### src/source/traffic_pkg.sv
`default_nettype none

package traffic_pkg;

    // ====================
    // Sizes
    // ====================

    // Line address width of the random region
    localparam int MEM_ADDR_BITS = 12;
    // Shadow RAM index width and how many of its bits come from the low address
    localparam int CHECK_BITS = 8;
    localparam int CHECK_LOW_BITS = 5;
    localparam int DATA_BITS = 32;
    localparam int COUNT_BITS = 32;

    // ====================
    // Types
    // ====================

    typedef logic [MEM_ADDR_BITS-1:0] t_mem_addr;
    // Top address bits followed by the low address bits
    typedef logic [CHECK_BITS-1:0] t_check_idx;
    typedef logic [DATA_BITS-1:0] t_data;
    typedef logic [COUNT_BITS-1:0] t_counter;

    // One entry per issued read
    typedef struct packed {
        logic checked;
        t_data data;
    } t_expect;

    typedef enum logic [1:0] {
        STATE_IDLE,
        STATE_RUN,
        STATE_DRAIN,
        STATE_ERROR
    } t_run_state;

endpackage

`default_nettype wire

### src/source/run_control.sv
`timescale 1ns/1ps
`default_nettype none

module run_control
(
    input  wire logic                  clk,
    input  wire logic                  reset,
    input  wire logic                  start,
    input  wire traffic_pkg::t_counter run_cycles,
    input  wire logic                  mismatch,
    input  wire logic                  fifo_empty,
    output logic                       state_run,
    output logic                       clear_counts,
    output logic                       busy,
    output logic                       done,
    output logic                       error
);

    import traffic_pkg::*;

    t_run_state state;
    t_counter cycles_rem;
    // Covers reads still between the ports and the FIFO push
    logic [1:0] settle;
    logic start_ok;

    // Start counts only while idle
    assign start_ok = start && (state == STATE_IDLE);
    assign busy = (state != STATE_IDLE);
    // Exactly run_cycles issue cycles
    assign state_run = (state == STATE_RUN) && (cycles_rem != '0);

    // ====================
    // Run state machine
    // ====================

    always_ff @(posedge clk)
    begin
        clear_counts <= start_ok;
        done <= 1'b0;

        if (settle != 2'd0)
        begin
            settle <= settle - 2'd1;
        end

        case (state)
            STATE_IDLE:
            begin
                if (start_ok)
                begin
                    state <= STATE_RUN;
                    cycles_rem <= run_cycles;
                end
            end

            STATE_RUN:
            begin
                if (cycles_rem != '0)
                begin
                    cycles_rem <= cycles_rem - t_counter'(1);
                end

                // Error wins over normal end of run
                if (mismatch)
                begin
                    state <= STATE_ERROR;
                    settle <= 2'd2;
                end
                else if (cycles_rem <= t_counter'(1))
                begin
                    state <= STATE_DRAIN;
                    settle <= 2'd2;
                end
            end

            STATE_DRAIN:
            begin
                if (mismatch)
                begin
                    state <= STATE_ERROR;
                    settle <= 2'd2;
                end
                else if ((settle == 2'd0) && fifo_empty)
                begin
                    state <= STATE_IDLE;
                    done <= 1'b1;
                end
            end

            default:
            begin
                // Error waits for outstanding reads as well
                if ((settle == 2'd0) && fifo_empty)
                begin
                    state <= STATE_IDLE;
                    done <= 1'b1;
                end
            end
        endcase

        // Sticky until the next accepted start
        if (mismatch)
        begin
            error <= 1'b1;
        end
        if (start_ok)
        begin
            error <= 1'b0;
        end

        if (reset)
        begin
            state <= STATE_IDLE;
            cycles_rem <= '0;
            settle <= 2'd0;
            clear_counts <= 1'b0;
            done <= 1'b0;
            error <= 1'b0;
        end
    end

endmodule

`default_nettype wire

### config.mk
export PLATFORM = sky130hd
export DESIGN_NAME = run_control
export DESIGN_NICKNAME = d
export VERILOG_FILES = /design/src/source/traffic_pkg.sv /design/src/source/run_control.sv
export SDC_FILE = /design/constraint.sdc
export NUM_CORES = 1
export LEC_CHECK = 0
export BUFFER_PORTS_ARGS = -buffer_cell sky130_fd_sc_hd__buf_4
export CELL_PAD_IN_SITES_DETAIL_PLACEMENT = 1
export CELL_PAD_IN_SITES_GLOBAL_PLACEMENT = 1
export CORE_MARGIN = 2
export CORE_UTILIZATION = 25
export CTS_BUF_LIST = sky130_fd_sc_hd__clkbuf_4
export DETAILED_ROUTE_END_ITERATION = 16
export PLACE_DENSITY_LB_ADDON = 0.1
export SLEW_MARGIN = 20
export SYNTH_ARGS = -nofsm -noshare
export SYNTH_HDL_FRONTEND = slang
export SYNTH_SLANG_ARGS = --single-unit
### constraint.sdc
create_clock -name clk -period 3 [get_ports clk]
set_input_delay 0.15 -clock clk [delete_from_list [all_inputs] [get_ports clk]]
set_output_delay 0.15 -clock clk [all_outputs]
set_load 0.05 [all_outputs]
After elaboration in Yosys (flattened, before gate mapping)
Cells that the tools add are included.
- add/subtract/negate cells: 2
- magnitude comparators: 1
- equal/unequal tests: 5
- mux-type cells: 17
- reduce and logical (&&, ||, !) cells: 13
- operators with widths (kind ; count):
    2-to-1 mux 32 bit ; 2
    one-hot mux 32 bit (2 select lines) ; 1
    <= comparator 32 x 1 -> 1 bit, second input constant ; 1
    nonzero test 32 bit ; 1
    subtractor 32 x 1 -> 32 bit, second input constant ; 1
    2-to-1 mux 2 bit ; 9
    one-hot mux 2 bit (3 select lines) ; 1
    nonzero test 2 bit ; 3
    zero test 2 bit ; 2
    one-hot mux 2 bit (2 select lines) ; 1
    OR reduction 2 bit ; 2
    logical AND 1 bit ; 3
    != test 3 x 2 -> 1 bit, second input constant ; 1
    AND reduction 3 bit ; 1
    equality test 2 x 1 -> 1 bit, second input constant ; 1
    equality test 2 bit, second input constant ; 1
    2-to-1 mux 1 bit ; 2
    != test 2 x 1 -> 1 bit, second input constant ; 1
    != test 2 bit, second input constant ; 1
    one-hot mux 1 bit (2 select lines) ; 1
    AND reduction 2 bit ; 1
    subtractor 2 x 1 -> 2 bit, second input constant ; 1
- bits in registers: 39
- output and inout bits: 5
- logic and storage cells: 44

Longest topological paths before layout
- depth in word-level cells: 5
- mapped depth: 9

Worst setup path after synthesis
No wires, ideal clock.
- path kind: register to register
- start: register state[0]
- end: register cycles_rem[10]
- arrival: 2.182 ns
- path slack: 0.748 ns
- stages on the path, launching flop included: 9
- buffers on the path: 1
- clock period less this slack: 2.252 ns
- cell sequence: dfxtp_1 inv_1 ha_1 inv_1 a21boi_1 a31oi_1 clkbuf_1 nand2_1 a21oi_1
- word-level cells in the longest chain between the ends: 4
- RTL lines (element ; line ; RTL):
    from (decl) ; run_control.sv:21 ; t_run_state state;
    from (signal assigned) ; run_control.sv:52 ; state <= STATE_RUN;
    from (signal assigned) ; run_control.sv:67 ; state <= STATE_ERROR;
    from (signal assigned) ; run_control.sv:72 ; state <= STATE_DRAIN;
    zero test 2 bit ; run_control.sv:28, run_control.sv:47 ;
    logical AND 1 bit ; run_control.sv:28 ; assign start_ok = start && (state == STATE_IDLE);
    != test 2 bit (no source line) ; - ;
    AND reduction 3 bit (no source line) ; - ;
    to (signal assigned) ; run_control.sv:53 ; cycles_rem <= run_cycles;
    to (signal assigned) ; run_control.sv:61 ; cycles_rem <= cycles_rem - t_counter'(1);
    to (decl) ; run_control.sv:22 ; t_counter cycles_rem;
Parallel ways exist; a longest one is shown, timed or not.
A chain may end at the register's enable or synchronous reset.

Worst setup path in the final report
- start: register state[1]
- end: output state_run
- word-level cells in the longest chain between the ends: 2
- RTL lines (element ; line ; RTL):
    equality test 2 x 1 -> 1 bit ; run_control.sv:31 ; assign state_run = (state == STATE_RUN) && (cycles_rem != '0);
    logical AND 1 bit ; run_control.sv:31 ;
    to (decl) ; run_control.sv:12 ; output logic state_run,
Every way passes these cells.

==> impl_metrics.csv <==
group,metric,value,unit
global_routing,antenna_found_initial,1,
hold_path,min_path_type,"input pin to flop",
global_routing,grt_pass1_vias,2839,
layout,drive_gt1_share,19.5,%
synth,syn_inst,343,
layout,syn_to_final_growth,21.7,%
clocking,root_buffer,"clkbuf_4",
synth,ys_seq_area_share,30.0,%
critical_path,path_class,"flop to primary output",
timing,finalCritPeriodShare,92.9,%
die,die-area,11300,µm²
layout,seq_area,781,µm²
pwr,comb_power_share,68.4,%
synth,ys_seq_elements,39,
die,die_h,106,µm
synth,yosys-top-cells-count,"44 x a21oi_1, 39 x dfxtp_1, 27 x nand2_1",
clocking,cts_tree,"yes",
synth,synth_top_area_cell,"dfxtp_1",
critical_path,crit_required,2.85,ns
outcome,outcome,"finished, final reports clean",
layout,multi_input_area,1680,µm²
pwr,clkPwrFrac,9.3,%
detailed_routing,dr_total_vias,2850,
global_routing,grt.overflow.total,0,
synth,synth_warnings,0,
synth,ys.flop_type,"dfxtp_1",
clocking,ctsResizeCount,0,
clocking,clk_latency,0.36,ns
global_routing,met2_usage,29.2,%
timing,setup_viol,0,
detailed_routing,routed_via_density,5.46,
global_routing,use_met1,24.3,%
pwr,p_int,1.80,mW
clocking,cts.htree.levels,2,
global_routing,top_usage_layer,"met2",
synth,synth.distinct_cells,59,
clocking,clkTransAtPathRegs,0.14,ns
detailed_routing,drtIter0Drc,140,
synth,synth_top_area_share,30.0,%
timing,worst_pin_slew,0.906,ns
timing,final_hold_viol_count,0,
placement,hpwl,6.93,mm
clocking,cts_setup_buffers,0,
hold_path,hold_path_depth,3,
timing,post-route-min-period,2.79,ns
pwr,vdd_drop_max,0.387,mV
die,core_area,10200,µm²
pwr,leakage,1.15,nW
placement,io_buffers,41,
timing,slew_headroom,39.1,%
die,pin_count,42,
synth,synth_area,2610,µm²
critical_path,start_kind,"flop",
timing,rsz0062_at_grt,"no",
global_routing,grt_first_pass_wirelength,15.6,mm
detailed_routing,postRouteAntennaNets,0,
detailed_routing,firstDrtPassIters,4,
detailed_routing,drt-total-wl,9.65,mm
critical_path,worst_setup_path_end_kind,"primary output",
synth,synth-edff-count,0,
timing,skew,0.0108,ns
layout,nFillCells,1240,
pwr,sequentialPowerShare,22.2,%
critical_path,worst-r2r-cell-count,6,
critical_path,crit_fanout,41,
critical_path,cp_data_arrival_time,2.64,ns
clocking,hold_buffers,0,
die,start_util,25.5,%
synth,syn_avg_cell_area,7.60,µm²
global_routing,use_met3,2.21,%
synth,synth_async_sr_flop_share,0,%
timing,setup_tns,0,ns
synth,synth.area.top_cells,"dfxtp_1 30%, a21oi_1 8.4%, o21ai_0 4.8%",
clocking,clock_sinks,39,
pwr,p_sw,2.19,mW
job,drv_cap,0,
clocking,numCtsBuffers,5,
layout,layout.cells.non_filler,522,
synth,yosysMostFrequentCell,"a21oi_1",
pwr,switching_share,54.9,%
detailed_routing,drc,0,
global_routing,grtUsageTotal,17.7,%
synth,syn_nets,386,
die,fp.dieW,106,µm
placement,numPlacedInstances,513,
timing,max_freq,359,MHz
clocking,cts_buffer_depth,2,
die,rows,37,
layout,final_nets,427,
placement,place.gp.congestion,0.805,
timing,drv_slew,0,
pwr,powerDensity,1260,nW/µm²
global_routing,grt_max_degree,48,
detailed_routing,post_drt_wl_per_cell,18.5,µm
[layout make-up]
type | instances | area share, %
clock inverters | 3 | 1.22
flip-flops and latches | 39 | 24.6
inverters | 11 | 1.30
clock buffers | 5 | 1.18
multi-input cells | 271 | 53.0
diodes | 1 | 0.0789
repair buffers | 56 | 13.3
well taps | 136 | 5.37
[power groups by stage]
stage                     clock, mW  sequential, mW  combinational [mW]
final                         0.373           0.888                2.74
after global routing          0.404           0.924                3.01
after floorplan                   0           0.867                1.84
after global placement            0           0.899                2.73
after detailed placement          0           0.900                2.72
after CTS                     0.388           0.886                2.73
[worst max-delay path, stage by stage (launching register included)]
cell and delay (ns):
dfxtp_1 0.36, inv_1 0.10, ha_1 0.23, buf_4 0.45, clkinv_1 0.38, buf_4 0.37, nor2_1 0.15, buf_4 0.21
[cells in the final DEF, fill, tap and decap left out, drive strengths merged, types with 4 or more instances in the layout]
cell     synthesis  final
a21oi           44     44
or3              6      6
nor2            23     23
buf              6     56
nor4            16     16
or4              7      7
o32ai            9      9
ha               6      6
o21ai           26     26
mux2             4      4
nor2b            4      4
dfxtp           39     39
nor3            19     19
o311ai           4      4
clkbuf          16      5
nand3            6      6
inv             10     10
o2bb2ai          4      4
nand2           27     27
nand2b           9      9
a31oi            8      8
nand4            8      8
[path summary, 6_finish.rpt]
check | end | slack, ns | from
worst max-delay path | state_run | 0.21 | state[1]
worst min-delay path | done | 0.04 | fifo_empty
worst max register to register | cycles_rem[19] | 0.39 | cycles_rem[8]
worst min register to register | cycles_rem[15] | 0.50 | cycles_rem[15]
[flip-flops by register name, summed over array words and instances, names as in the netlist]
signal	flops
clear_counts	1
cycles_rem	32
done	1
error	1
settle	2
state	2
[cell families (layout without fill, tap and decap cells)]
kind of cell,after synthesis,in the layout,synth area share [%]
buffers and inverters,33,75,5.62
AOI/OAI and AO/OA,124,124,30.7
other,0,1,0
adders and majority gates,6,6,2.88
DFF,39,39,30.0
and+or+nand+nor,136,136,28.7
muxes,5,5,2.11
[per-layer routing]
metal	share of wire (%)	up-vias
met3	2.4	8
met1	49	1400
met5	0	-
met4	1.2	0
li1	-	1393
met2	47	49
[through the flow]
stage	utilization [%]	setup slack, ns	total power, mW	hold slack [ns]	cell area (µm²)
2_1_floorplan	-	0.748	2.71	0.302	2610
3_3_place_gp	30.2	0.429	3.63	0.440	3090
3_5_place_dp	30.2	0.417	3.62	0.442	3090
4_1_cts	31.0	0.199	4.01	0.0288	3170
5_1_grt	31.0	0.000850	4.34	0.0453	3170
6_report	31.0	0.214	4.00	0.0440	3170
Note: power is estimated with default switching activity, not from simulation.
