**src/source/expect_fifo.sv**
```systemverilog
`timescale 1ns/1ps
`default_nettype none

module expect_fifo
#(
    parameter type t_payload = logic [31:0],
    parameter int FIFO_DEPTH = 16,
    parameter int FIFO_SLACK = 4
)
(
    input  wire logic     clk,
    input  wire logic     reset,
    input  wire logic     push,
    input  wire t_payload push_data,
    input  wire logic     pop,
    output t_payload      pop_data,
    output logic          empty,
    output logic          almost_full
);

    localparam int PTR_BITS = (FIFO_DEPTH > 1) ? $clog2(FIFO_DEPTH) : 1;
    localparam int CNT_BITS = $clog2(FIFO_DEPTH + 1);

    t_payload mem [FIFO_DEPTH];
    logic [PTR_BITS-1:0] wr_ptr;
    logic [PTR_BITS-1:0] rd_ptr;
    logic [CNT_BITS-1:0] count;

    // Wrap by value so any depth works
    function automatic logic [PTR_BITS-1:0] next_ptr(logic [PTR_BITS-1:0] p);
        return (p == PTR_BITS'(FIFO_DEPTH - 1)) ? '0 : p + PTR_BITS'(1);
    endfunction

    // Head is visible without a pop
    assign pop_data = mem[rd_ptr];
    assign empty = (count == '0);
    // Room left for requests already in the pipeline
    assign almost_full = (count >= CNT_BITS'(FIFO_DEPTH - FIFO_SLACK));

    always_ff @(posedge clk)
    begin
        if (push)
        begin
            mem[wr_ptr] <= push_data;
        end
    end

    always_ff @(posedge clk)
    begin
        if (push)
        begin
            wr_ptr <= next_ptr(wr_ptr);
        end
        if (pop)
        begin
            rd_ptr <= next_ptr(rd_ptr);
        end

        case ({push, pop})
            2'b10: count <= count + CNT_BITS'(1);
            2'b01: count <= count - CNT_BITS'(1);
            default: count <= count;
        endcase

        if (reset)
        begin
            wr_ptr <= '0;
            rd_ptr <= '0;
            count <= '0;
        end
    end

endmodule

`default_nettype wire

```
**config.mk**
```make
export PLATFORM = sky130hd
export DESIGN_NAME = expect_fifo
export DESIGN_NICKNAME = d
export VERILOG_FILES = /design/src/source/expect_fifo.sv
export SDC_FILE = /design/constraint.sdc
export NUM_CORES = 1
export LEC_CHECK = 0
export ABC_AREA = 0
export BUFFER_PORTS_ARGS = -buffer_cell sky130_fd_sc_hd__buf_2
export CORE_UTILIZATION = 43
export CTS_BUF_LIST = sky130_fd_sc_hd__clkbuf_16
export DETAILED_ROUTE_END_ITERATION = 8
export GPL_TIMING_DRIVEN = 0
export PLACE_DENSITY = 0.6
export SKIP_CTS_REPAIR_TIMING = 1
export SYNTH_ARGS = -nofsm -noshare
export SYNTH_HDL_FRONTEND = slang
export SYNTH_SLANG_ARGS = --single-unit
```
**constraint.sdc**
```tcl
create_clock -name clk -period 2.04 [get_ports clk]
set_input_delay 0.408 -clock clk [delete_from_list [all_inputs] [get_ports clk]]
set_output_delay 0.408 -clock clk [all_outputs]
set_load 0.02 [all_outputs]
```
# Word-level counts from Yosys, hierarchy flattened
# Memories as Yosys holds them, arrays and structs flattened. A register that Yosys moved wholly into a read port is not among the register bits.
# Index checks and enable logic that the tools add are counted.
dict set report word_totals {
  reg_bits 13
  latch_bits 0
  mem_bits_rw 512
  romBits 0
  inputBits 36
  out_inout_bits 34
  word_cells 22
  memories 1
}
# name words width rd rd_clocked_by_memory_dff write_ports line_no
set mem_list {}
lappend mem_list {mem 16 32 1 1 1 24} ;# t_payload mem [FIFO_DEPTH];
dict set report op_classes {
  add_sub_neg 4
  multipliers 0
  div 0
  order_cmp 1
  eq_ne 4
  shift 0
  n_mux 7
  n_bitwise 0
  n_reduce_logical 2
}
# operator n
set op_table {}
lappend op_table {{two-way mux 4 bit} 4}
lappend op_table {{one-hot mux 5 bit (2 select lines)} 1}
lappend op_table {{adder 4 x 1 -> 4 bit, second input constant} 2}
lappend op_table {{== test 4 bit, second input constant} 2}
lappend op_table {{adder 5 x 1 -> 5 bit, second input constant} 1}
lappend op_table {{>= comparator 5 x 4 -> 1 bit, second input constant} 1}
lappend op_table {{logical NOT 5 bit} 1}
lappend op_table {{subtractor 5 x 1 -> 5 bit, second input constant} 1}
lappend op_table {{== test 2 x 1 -> 1 bit, second input constant} 1}
lappend op_table {{== test 2 bit, second input constant} 1}
lappend op_table {{two-way mux 1 bit} 2}
lappend op_table {{nonzero test 2 bit} 1}

# Depth between registers and ports, before layout
# Gate-level depths: netlist of the first run.
dict set report logic_depth {
  word_depth 4
  depth_mapped 9
  depth_no_buf 8
}

# Worst setup path before layout of the first run
# No wires, ideal clock.
dict set report synth_path {
  path_kind {input to register}
  from {input port push}
  to {register count[4]}
  setup_ns 0.062
  arrival_ns 1.969
  required_ns 1.978
  setup_slack_ns 0.009
  stages 9
  path_buffers 1
  cell_sequence {inv_1 ha_1 buf_2 xor2_1 ha_1 a21oi_1 a221oi_2 or4b_1 nand3_1}
}
dict set report synth_between {
  elab_chain_len 2
  word_cells_on_any_way 4
  cone_classes {eq/ne (2); mux (1); reduce/logical (1)}
}
# item line_no
set synth_lines {}
lappend synth_lines {{start, declared} 13} ;# input wire logic push,
lappend synth_lines {{== test 2 x 1 -> 1 bit / == test 2 bit (equally long branches)} 59} ;# case ({push, pop})
lappend synth_lines {{one-hot mux 5 bit (2 select lines) / nonzero test 2 bit (equally long branches)} --}
lappend synth_lines {{end signal, assigned} 60} ;# 2'b10: count <= count + CNT_BITS'(1);
lappend synth_lines {{end signal, assigned} 61} ;# 2'b01: count <= count - CNT_BITS'(1);
lappend synth_lines {{end signal, assigned} 62} ;# default: count <= count;
lappend synth_lines {{end, declared} 27} ;# logic [CNT_BITS-1:0] count;
# Several ways; a longest one is shown, not always the timed one.
# A chain may end at the register's enable or synchronous reset.

==> results.md, run 1 <==
Placement:
- In this run the tool buffered the top-level ports with 68 buffer cells.
- At the end of routability-driven placement, the weighted congestion stood at about 0.71.
- The HPWL after detailed placement is 26400 um.
- The number of placed instances with taps included is roughly 1600.

Logic synthesis:
- Counting flops with a built-in enable in the synthesized netlist gives 512.
- After synthesis, the share of flip-flops with an asynchronous set or reset is 0%.
- After synthesis, the largest area contributor takes up 76.5% of total cell area.
- By area the synthesized netlist is led by edfxtp_1 (76%), mux4_2 (14%), a22oi_1 (2.4%), dfxtp_1 (1.7%), nand2_1 (0.82%).
- A synthesized cell averages 22.2 um2.
- Yosys instantiated no cell more often than edfxtp_1.
- Synthesis inferred 529 register bits.
- The number of distinct library cells after synthesis is 37.
- Summing every instance area after synthesis gives 0.0201 mm2.
- Yosys printed 0 warnings.
- The most used flip-flop cell after synthesis is edfxtp_1.
- The post-synth net total is about 950.
- The commonest cells after synthesis are edfxtp_1 (512), mux4_2 (128), a22oi_1 (64), nand2_1 (44), clkbuf_1 (20).
- The largest total area in the synthesized netlist belongs to edfxtp_1.
- The number of cells produced by synthesis is 904.
- The share of the Yosys chip area taken by registers is 78.2%.

Die:
- The area of the core is between 0.04 and 0.05 mm2.
- The starting utilization of the core area is 43.9%.
- The die width is around 220 um.
- The number of primary I/O pins is 70.
- The chip height is between 200 and 250 um.
- The standard-cell row count is between 70 and 80.
- The die footprint is between 0.04 and 0.05 mm2.

Global routing:
- The maximum number of pins on one net before global-route repair is 22.
- The wire length of the first global-routing pass is 63800 um.
- The initial antenna violation count is 0.
- The number of global-route vias before repair was 9906.
- The all-layer global routing usage is 18.4%.
- The final global-route overflow total is 0.

Routing:
- The first detailed-routing pass ran for 6 iterations.
- The routed via count is roughly 9500.
- The remaining routing DRC violations is 0.
- After the first detailed-routing iteration, the DRC count stood at 858.
- The overall routed net length is approximately 43000 um.
- The routed via count divided by cell count is 5.58.
- The final antenna-violating net count is 0.
- The routed length per placed instance is 25.3 um.

Clock tree:
- The CTS buffer count is 53.
- The buffer levels on the longest clock path is 3.
- Counting every sink on the clock net gives 529.
- The count of H-tree levels built during CTS is 2.
- The cell sitting at the root of the clock tree is a clkbuf_16.
- At the later pin of the worst-skew pair, clock insertion delay measures about 0.59 ns.
- TritonCTS built the clock tree.
- After clock tree synthesis, the clock-pin slew on the worst setup and hold paths is 0.06 ns.

Cells and area:
- The antenna diode instance count is 0.
- The area growth from synthesis to layout is 19.6%.
- In the final layout, the share of cells above drive strength 1 is 37.2%.
- The final cell count without fillers is 1698.
- The net count of the finished layout is 1098.
- The number of fill cells is 3543.
- The utilization after layout is 52.5%.

STA:
- The final clock skew is approximately 0.0086 ns.
- Setup repair after global routing could not meet its margin everywhere.
- The minimum setup slack in the final design is -0.764 ns.
- Derived from the worst setup path, the maximum achievable clock frequency is 357 MHz.
- The final cycle utilization of the critical path is 137%.
- The worst pin sits at a relative slew slack of 57.5%.
- The worst-margin pin slew is 0.635 ns.
- The count of endpoints failing hold in the final timing report is 0.
- The max-slew violation total from the final report was 0.
- The final period demand of the worst path is approximately 2.8 ns.
- Hold timing on the final database bottoms out at a slack of 0.188 ns.
- The number of setup violations in the final report is 33.

Worst setup path:
- The data required time at the worst endpoint is 1.63 ns.
- The endpoint arrival time on the critical path is 2.40 ns.
- The library cell contributing the largest single delay on the critical path is mux4_2.
- Along the worst path, the maximum fanout reaches 6.
- The critical path's most frequent cell is buf_12.
- STA classifies the critical path endpoint as an output port.
- In this design, the stage delay of the slowest critical-path cell is approximately 0.53 ns.
- Traced cell by cell, the critical path runs through buf_12, buf_12, mux4_2, a22oi_2, nand2_2, buf_6.
- The startpoint type of the worst setup path is a register.
- The worst setup path is of the register to output port kind.

Power:
- The clock share of power is 41.1%.
- The internal power summed over all cells is around 18 mW.
- In this run, the combinational gates consume under 10% of the power.
- For this design the static power due to leakage is 7.77 nW.
- Of the total power, registers draw 51.6%.
- The fraction of power spent switching nets is 21.4%.
- The net switching power is 5.04 mW.
- In this run the power density over the cells is 977 mW/mm2.
- The worst IR drop on VDD is 0.000573 V.

Outcome:
- The flow ran to the end, but the final reports show violations.
- The final reports fail on setup timing.

Worst hold path:
- The path type of the worst min-delay path is primary input to register.

Run:
- The tool flagged a number of max-cap violations equal to 0.
## layout by cell type, fill, tap and decap left out, drive strengths merged, types with 2 or more instances in the layout
cell      Yosys  layout
a22oi        64      64
nor3b         3       3
buf          28     116
mux4        128     128
inv           5      21
mux2i         3       3
ha            9       9
xor2          4       4
or3           2       2
xnor2         2       2
clkinv        0      20
dfxtp        17      17
or4           2       2
clkbuf       20      81
nand2        44      44
nor3          4       4
nor2         11      11
a21oi         6       6
clkinvlp      0       3
edfxtp      512     512
nand3         4       4
a221oi        2       2
bufinv        0       6
o21ai         4       4
nor2b         2       2
and2         17      17
## path summary, 6_finish.rpt
| check | startpoint | endpoint | slack, ns | cells after the start |
|---|---|---|---|---|
| setup / recovery | register | pop_data[1] | -0.76 | 6 |
| hold / removal | push | wr_ptr[1] | 0.19 | 3 |
| setup reg to reg | wr_ptr[0] | mem[15][11] | 0.21 | 3 |
| hold reg to reg | wr_ptr[3] | wr_ptr[3] | 0.51 | 2 |
## per-stage QoR
stage | instance area [um2] | worst slack, ns | TNS, ns | power (mW)
2_1_floorplan | 20100 | 0.00889 | 0 | 13.3
3_3_place_gp | 21200 | -1.11 | -509.64 | 13.8
3_5_place_dp | 21600 | -0.638 | -41.81 | 13.9
4_1_cts | 23300 | -1.29 | -38.47 | 23.5
5_1_grt | 24000 | -0.804 | -25.06 | 24.2
6_report | 24000 | -0.764 | -22.41 | 23.5
## worst max-delay path: cells and delay by family, from the launching register on
kind	cells	cell delay [ns]
flip-flops	1	0.43
AO/OA/AOI/OAI	1	0.28
multiplexers	1	0.53
AND/OR/NAND/NOR	1	0.12
buffers and inverters	3	0.44
## layout make-up
class / instances / area [um2] / area share (%)
Sequential cell: 529 / 15700 / 65.4
Buffer: 47 / 504 / 2.10
Multi-Input combinational cell: 322 / 4380 / 18.2
Timing Repair Buffer: 95 / 941 / 3.91
Tap cell: 600 / 751 / 3.12
Clock buffer: 55 / 1380 / 5.72
Inverter: 5 / 18.8 / 0.0780
Clock inverter: 45 / 358 / 1.49
## sequential cells by signal (all words and copies together), names as in the netlist, named ones only
signal,count
mem,512
count,5
wr_ptr,4
rd_ptr,4
## power by group through the flow
stage,logic [mW],clock network (mW),registers (mW)
floorplan,0.948,0,12.4
global placement,1.47,0,12.4
detailed placement,1.52,0,12.4
CTS,1.53,9.85,12.1
global route,1.85,10.2,12.1
finish,1.71,9.65,12.1
## metal layers
metal | routed length, um | GRT usage, % | part of all wire [%]
met5 | 0 | 0 | 0
met4 | 749 | 5.66 | 1.7
met3 | 2000 | 2.77 | 4.6
met2 | 21000 | 29.6 | 49
met1 | 19200 | 26.1 | 45
## cell families (layout without fill, tap and decap cells)
kind of cell	count (synthesis)	in the layout	share of synthesized area [%]
buf+inv	53	247	1.22
fa+ha+maj	9	9	0.560
simple gates	97	97	2.40
flops	529	529	78.2
compound gates	78	78	2.83
xor+xnor	6	6	0.261
mux	132	132	14.5
No activity file was read; power rests on OpenSTA's default activity.
==> run 2: changes to the inputs <==
- RECOVER_POWER: default -> 25
==> run 2 against run 1 <==
The flow still finishes with violations (setup timing). Critical path depth unchanged. Combinational power about the same. Utilization down 0.060 points. Global-route usage unchanged. Clock power about the same. Sequential share of layout area up 0.075 points. First-iteration DRC count up 8.6%. Maximum frequency about the same. Register-to-register slack about the same. Power about the same. Sequential power about the same. Worst hold slack about the same. Highest routed layer unchanged.
==> results.md, run 2 (synthesized netlist as in run 1, its figures left out) <==
Die:
- The chip height was 218 um (unchanged).
- The standard-cell row count is 78 (unchanged).
- The area of the core is 0.0458 mm2 (unchanged).
- The die footprint was 0.0476 mm2 (unchanged).
- The number of primary I/O pins was 70 (unchanged).
- The die width is 218 um (unchanged).
- The starting utilization of the core area came to 43.9% (unchanged).

STA:
- The number of setup violations in the final report came to 33 (unchanged).
- The minimum setup slack in the final design was -0.765 ns (-0.000928 ns).
- The final cycle utilization of the critical path came to 138% (about the same).
- The smallest hold slack is 0.188 ns (-0.000190 ns).
- The final clock skew is 0.0102 ns (+0.00161 ns).
- The count of endpoints failing hold in the final timing report is 0 (unchanged).
- The upper clock frequency limit is 356 MHz (about the same).
- The worst-margin pin slew is 0.646 ns (+0.0112 ns).
- The worst max-slew margin expressed relative to the limit is 56.8% (-0.75 points).
- The final period demand of the worst path is 2.81 ns (+0.000928 ns).
- The max-slew violation total from the final report is 0 (unchanged).
- Setup repair after global routing could not meet its margin everywhere.

Routing:
- The remaining routing DRC violations is 0 (unchanged).
- The detailed-routing iteration count for the pre-antenna-repair pass was 4 (-2).
- The overall routed net length came to 42900 um (about the same).
- The routed length per placed instance is 25.3 um (about the same).
- The routed via count was 9478 (-0.042%).
- The starting DRC count in detailed routing was 932 (+8.6%).
- The routed via count divided by cell count was 5.58 (about the same).
- The final antenna-violating net count is 0 (unchanged).

Cells and area:
- The number of fill cells is 3545 (+0.056%).
- The register with the most flip-flops in the final layout is mem.
- The final cell count without fillers is 1698 (unchanged).
- The fraction of layout cells with a size suffix above 1 came to 35.2% (-2.0 points).
- The post-route standard cell area excluding fillers was 0.0240 mm2 (-0.11%).
- The area growth from synthesis to layout is 19.5%.
- The largest registers in the layout are mem (512), count (5).
- In the layout the commonest cells are edfxtp_1 (512), mux4_2 (128), clkbuf_16 (61).
- The most frequent standard cell in the layout excluding fill and tap cells is edfxtp_1.
- The flip-flop count of the largest register, all copies and words added was 512 (unchanged).
- The net count of the finished layout was 1098 (unchanged).
- The antenna diode instance count is 0 (unchanged).

Clock tree:
- The buffer levels on the longest clock path is 3 (unchanged).
- The clock input transition at the sequential cells of the worst setup and hold paths came to 0.06 ns (about the same).
- The clock sink count is 529 (unchanged).
- The CTS buffer count is 53 (unchanged).
- The clock tree root buffer cell is clkbuf_16.
- The count of H-tree levels built during CTS is 2 (unchanged).
- The insertion delay of the later-clocked pin in the worst-skew pair is 0.59 ns (about the same).
- The TritonCTS clock tree is yes.

Worst setup path:
- The endpoint arrival time on the critical path is 2.40 ns (about the same).
- The maximum fanout encountered on the critical timing path was 6 (unchanged).
- The endpoint kind of the worst setup timing path is an output port.
- The worst setup path is of the register to output port kind.
- The startpoint type of the worst setup path is a register.
- The data required time at the worst endpoint was 1.63 ns (about the same).

Placement:
- The number of placed instances with taps included came to 1588 (unchanged).
- The number of I/O port buffers is 68 (unchanged).
- The last weighted congestion value of the routability-driven placer is 0.711 (unchanged).
- The placed instance area is 0.0216 mm2 (unchanged).
- The HPWL after detailed placement is 26400 um (unchanged).
- The pre-CTS setup slack came to -0.638 ns (unchanged).

Global routing:
- The number of global-route vias before repair was 9906 (unchanged).
- The initial antenna violation count is 0 (unchanged).
- The met1 track demand over resource is 26.1% (unchanged).
- The wire length of the first global-routing pass was 63800 um (unchanged).
- The global routing usage on met2 is 29.6% (unchanged).
- The all-layer global routing usage is 18.4% (unchanged).
- The final global-route overflow total was 0 (unchanged).
- The global-route track usage on met3 came to 2.77% (unchanged).
- The maximum number of pins on one net before global-route repair was 22 (unchanged).
- The global routing stage identified its most utilized layer as met2.

Power:
- The total power per unit cell area is 979 mW/mm2 (+0.16%).
- The worst IR drop on VDD is 0.000572 V (-0.28%).
- The sum of internal, switching and leakage power is 23.5 mW (about the same).
- The leakage component of the power came to 7.70 nW (-0.78%).

Run:
- The number of max-capacitance violations reported was 0 (unchanged).

Outcome:
- The run finished, with violations left.
- The final reports fail on setup timing.

Worst hold path:
- In this run the worst hold path is classified as primary input to register.
## run 2: changes by cell type in the layout (fill, tap and decap cells not counted)
cell      before  now
clkbuf_1       6   28
buf_2         64   42
## run 2: worst max-delay path, stage by stage, from the launching register on
cell and delay [ns]:
dfxtp_4 0.43, buf_12 0.17, buf_12 0.13, mux4_2 0.53
a22oi_2 0.29, nand2_2 0.12, buf_6 0.14
## run 2: worst paths after layout
| path | from | end | slack (ns) | cells after the start |
|---|---|---|---|---|
| setup / recovery | register | pop_data[1] | -0.77 | 6 |
| hold / removal | push | wr_ptr[1] | 0.19 | 3 |
| setup reg to reg | wr_ptr[0] | mem[15][16] | 0.21 | 3 |
| hold reg to reg | wr_ptr[3] | wr_ptr[3] | 0.51 | 2 |
## run 2: power by group
group	switching, mW	internal, mW
clock	4.04	5.62
combinational	0.943	0.764
sequential	0.0665	12.1
## run 2: cell type report
cell class	instances	area (um2)	area share [%]
well taps	600	751	3.13
clock inverters	45	358	1.49
clock buffers	55	1380	5.73
inverters	5	18.8	0.0781
repair buffers	95	913	3.80
flip-flops and latches	529	15700	65.5
plain buffers	47	504	2.10
multi-input cells	322	4380	18.2
## run 2: stage by stage
step	TNS (ns)	utilization, %
after floorplan	0	-
final	-22.41	52.5
after global routing	-25.06	52.5
after detailed placement	-41.81	47.1
after global placement	-509.64	46.3
after CTS	-38.47	50.9
## run 2: metal layers
| metal | vias up | wire length (um) |
|---|---|---|
| met5 | - | 0 |
| met2 | 242 | 21000 |
| li1 | 4130 | - |
| met4 | 0 | 769 |
| met1 | 5044 | 19200 |
| met3 | 62 | 1990 |
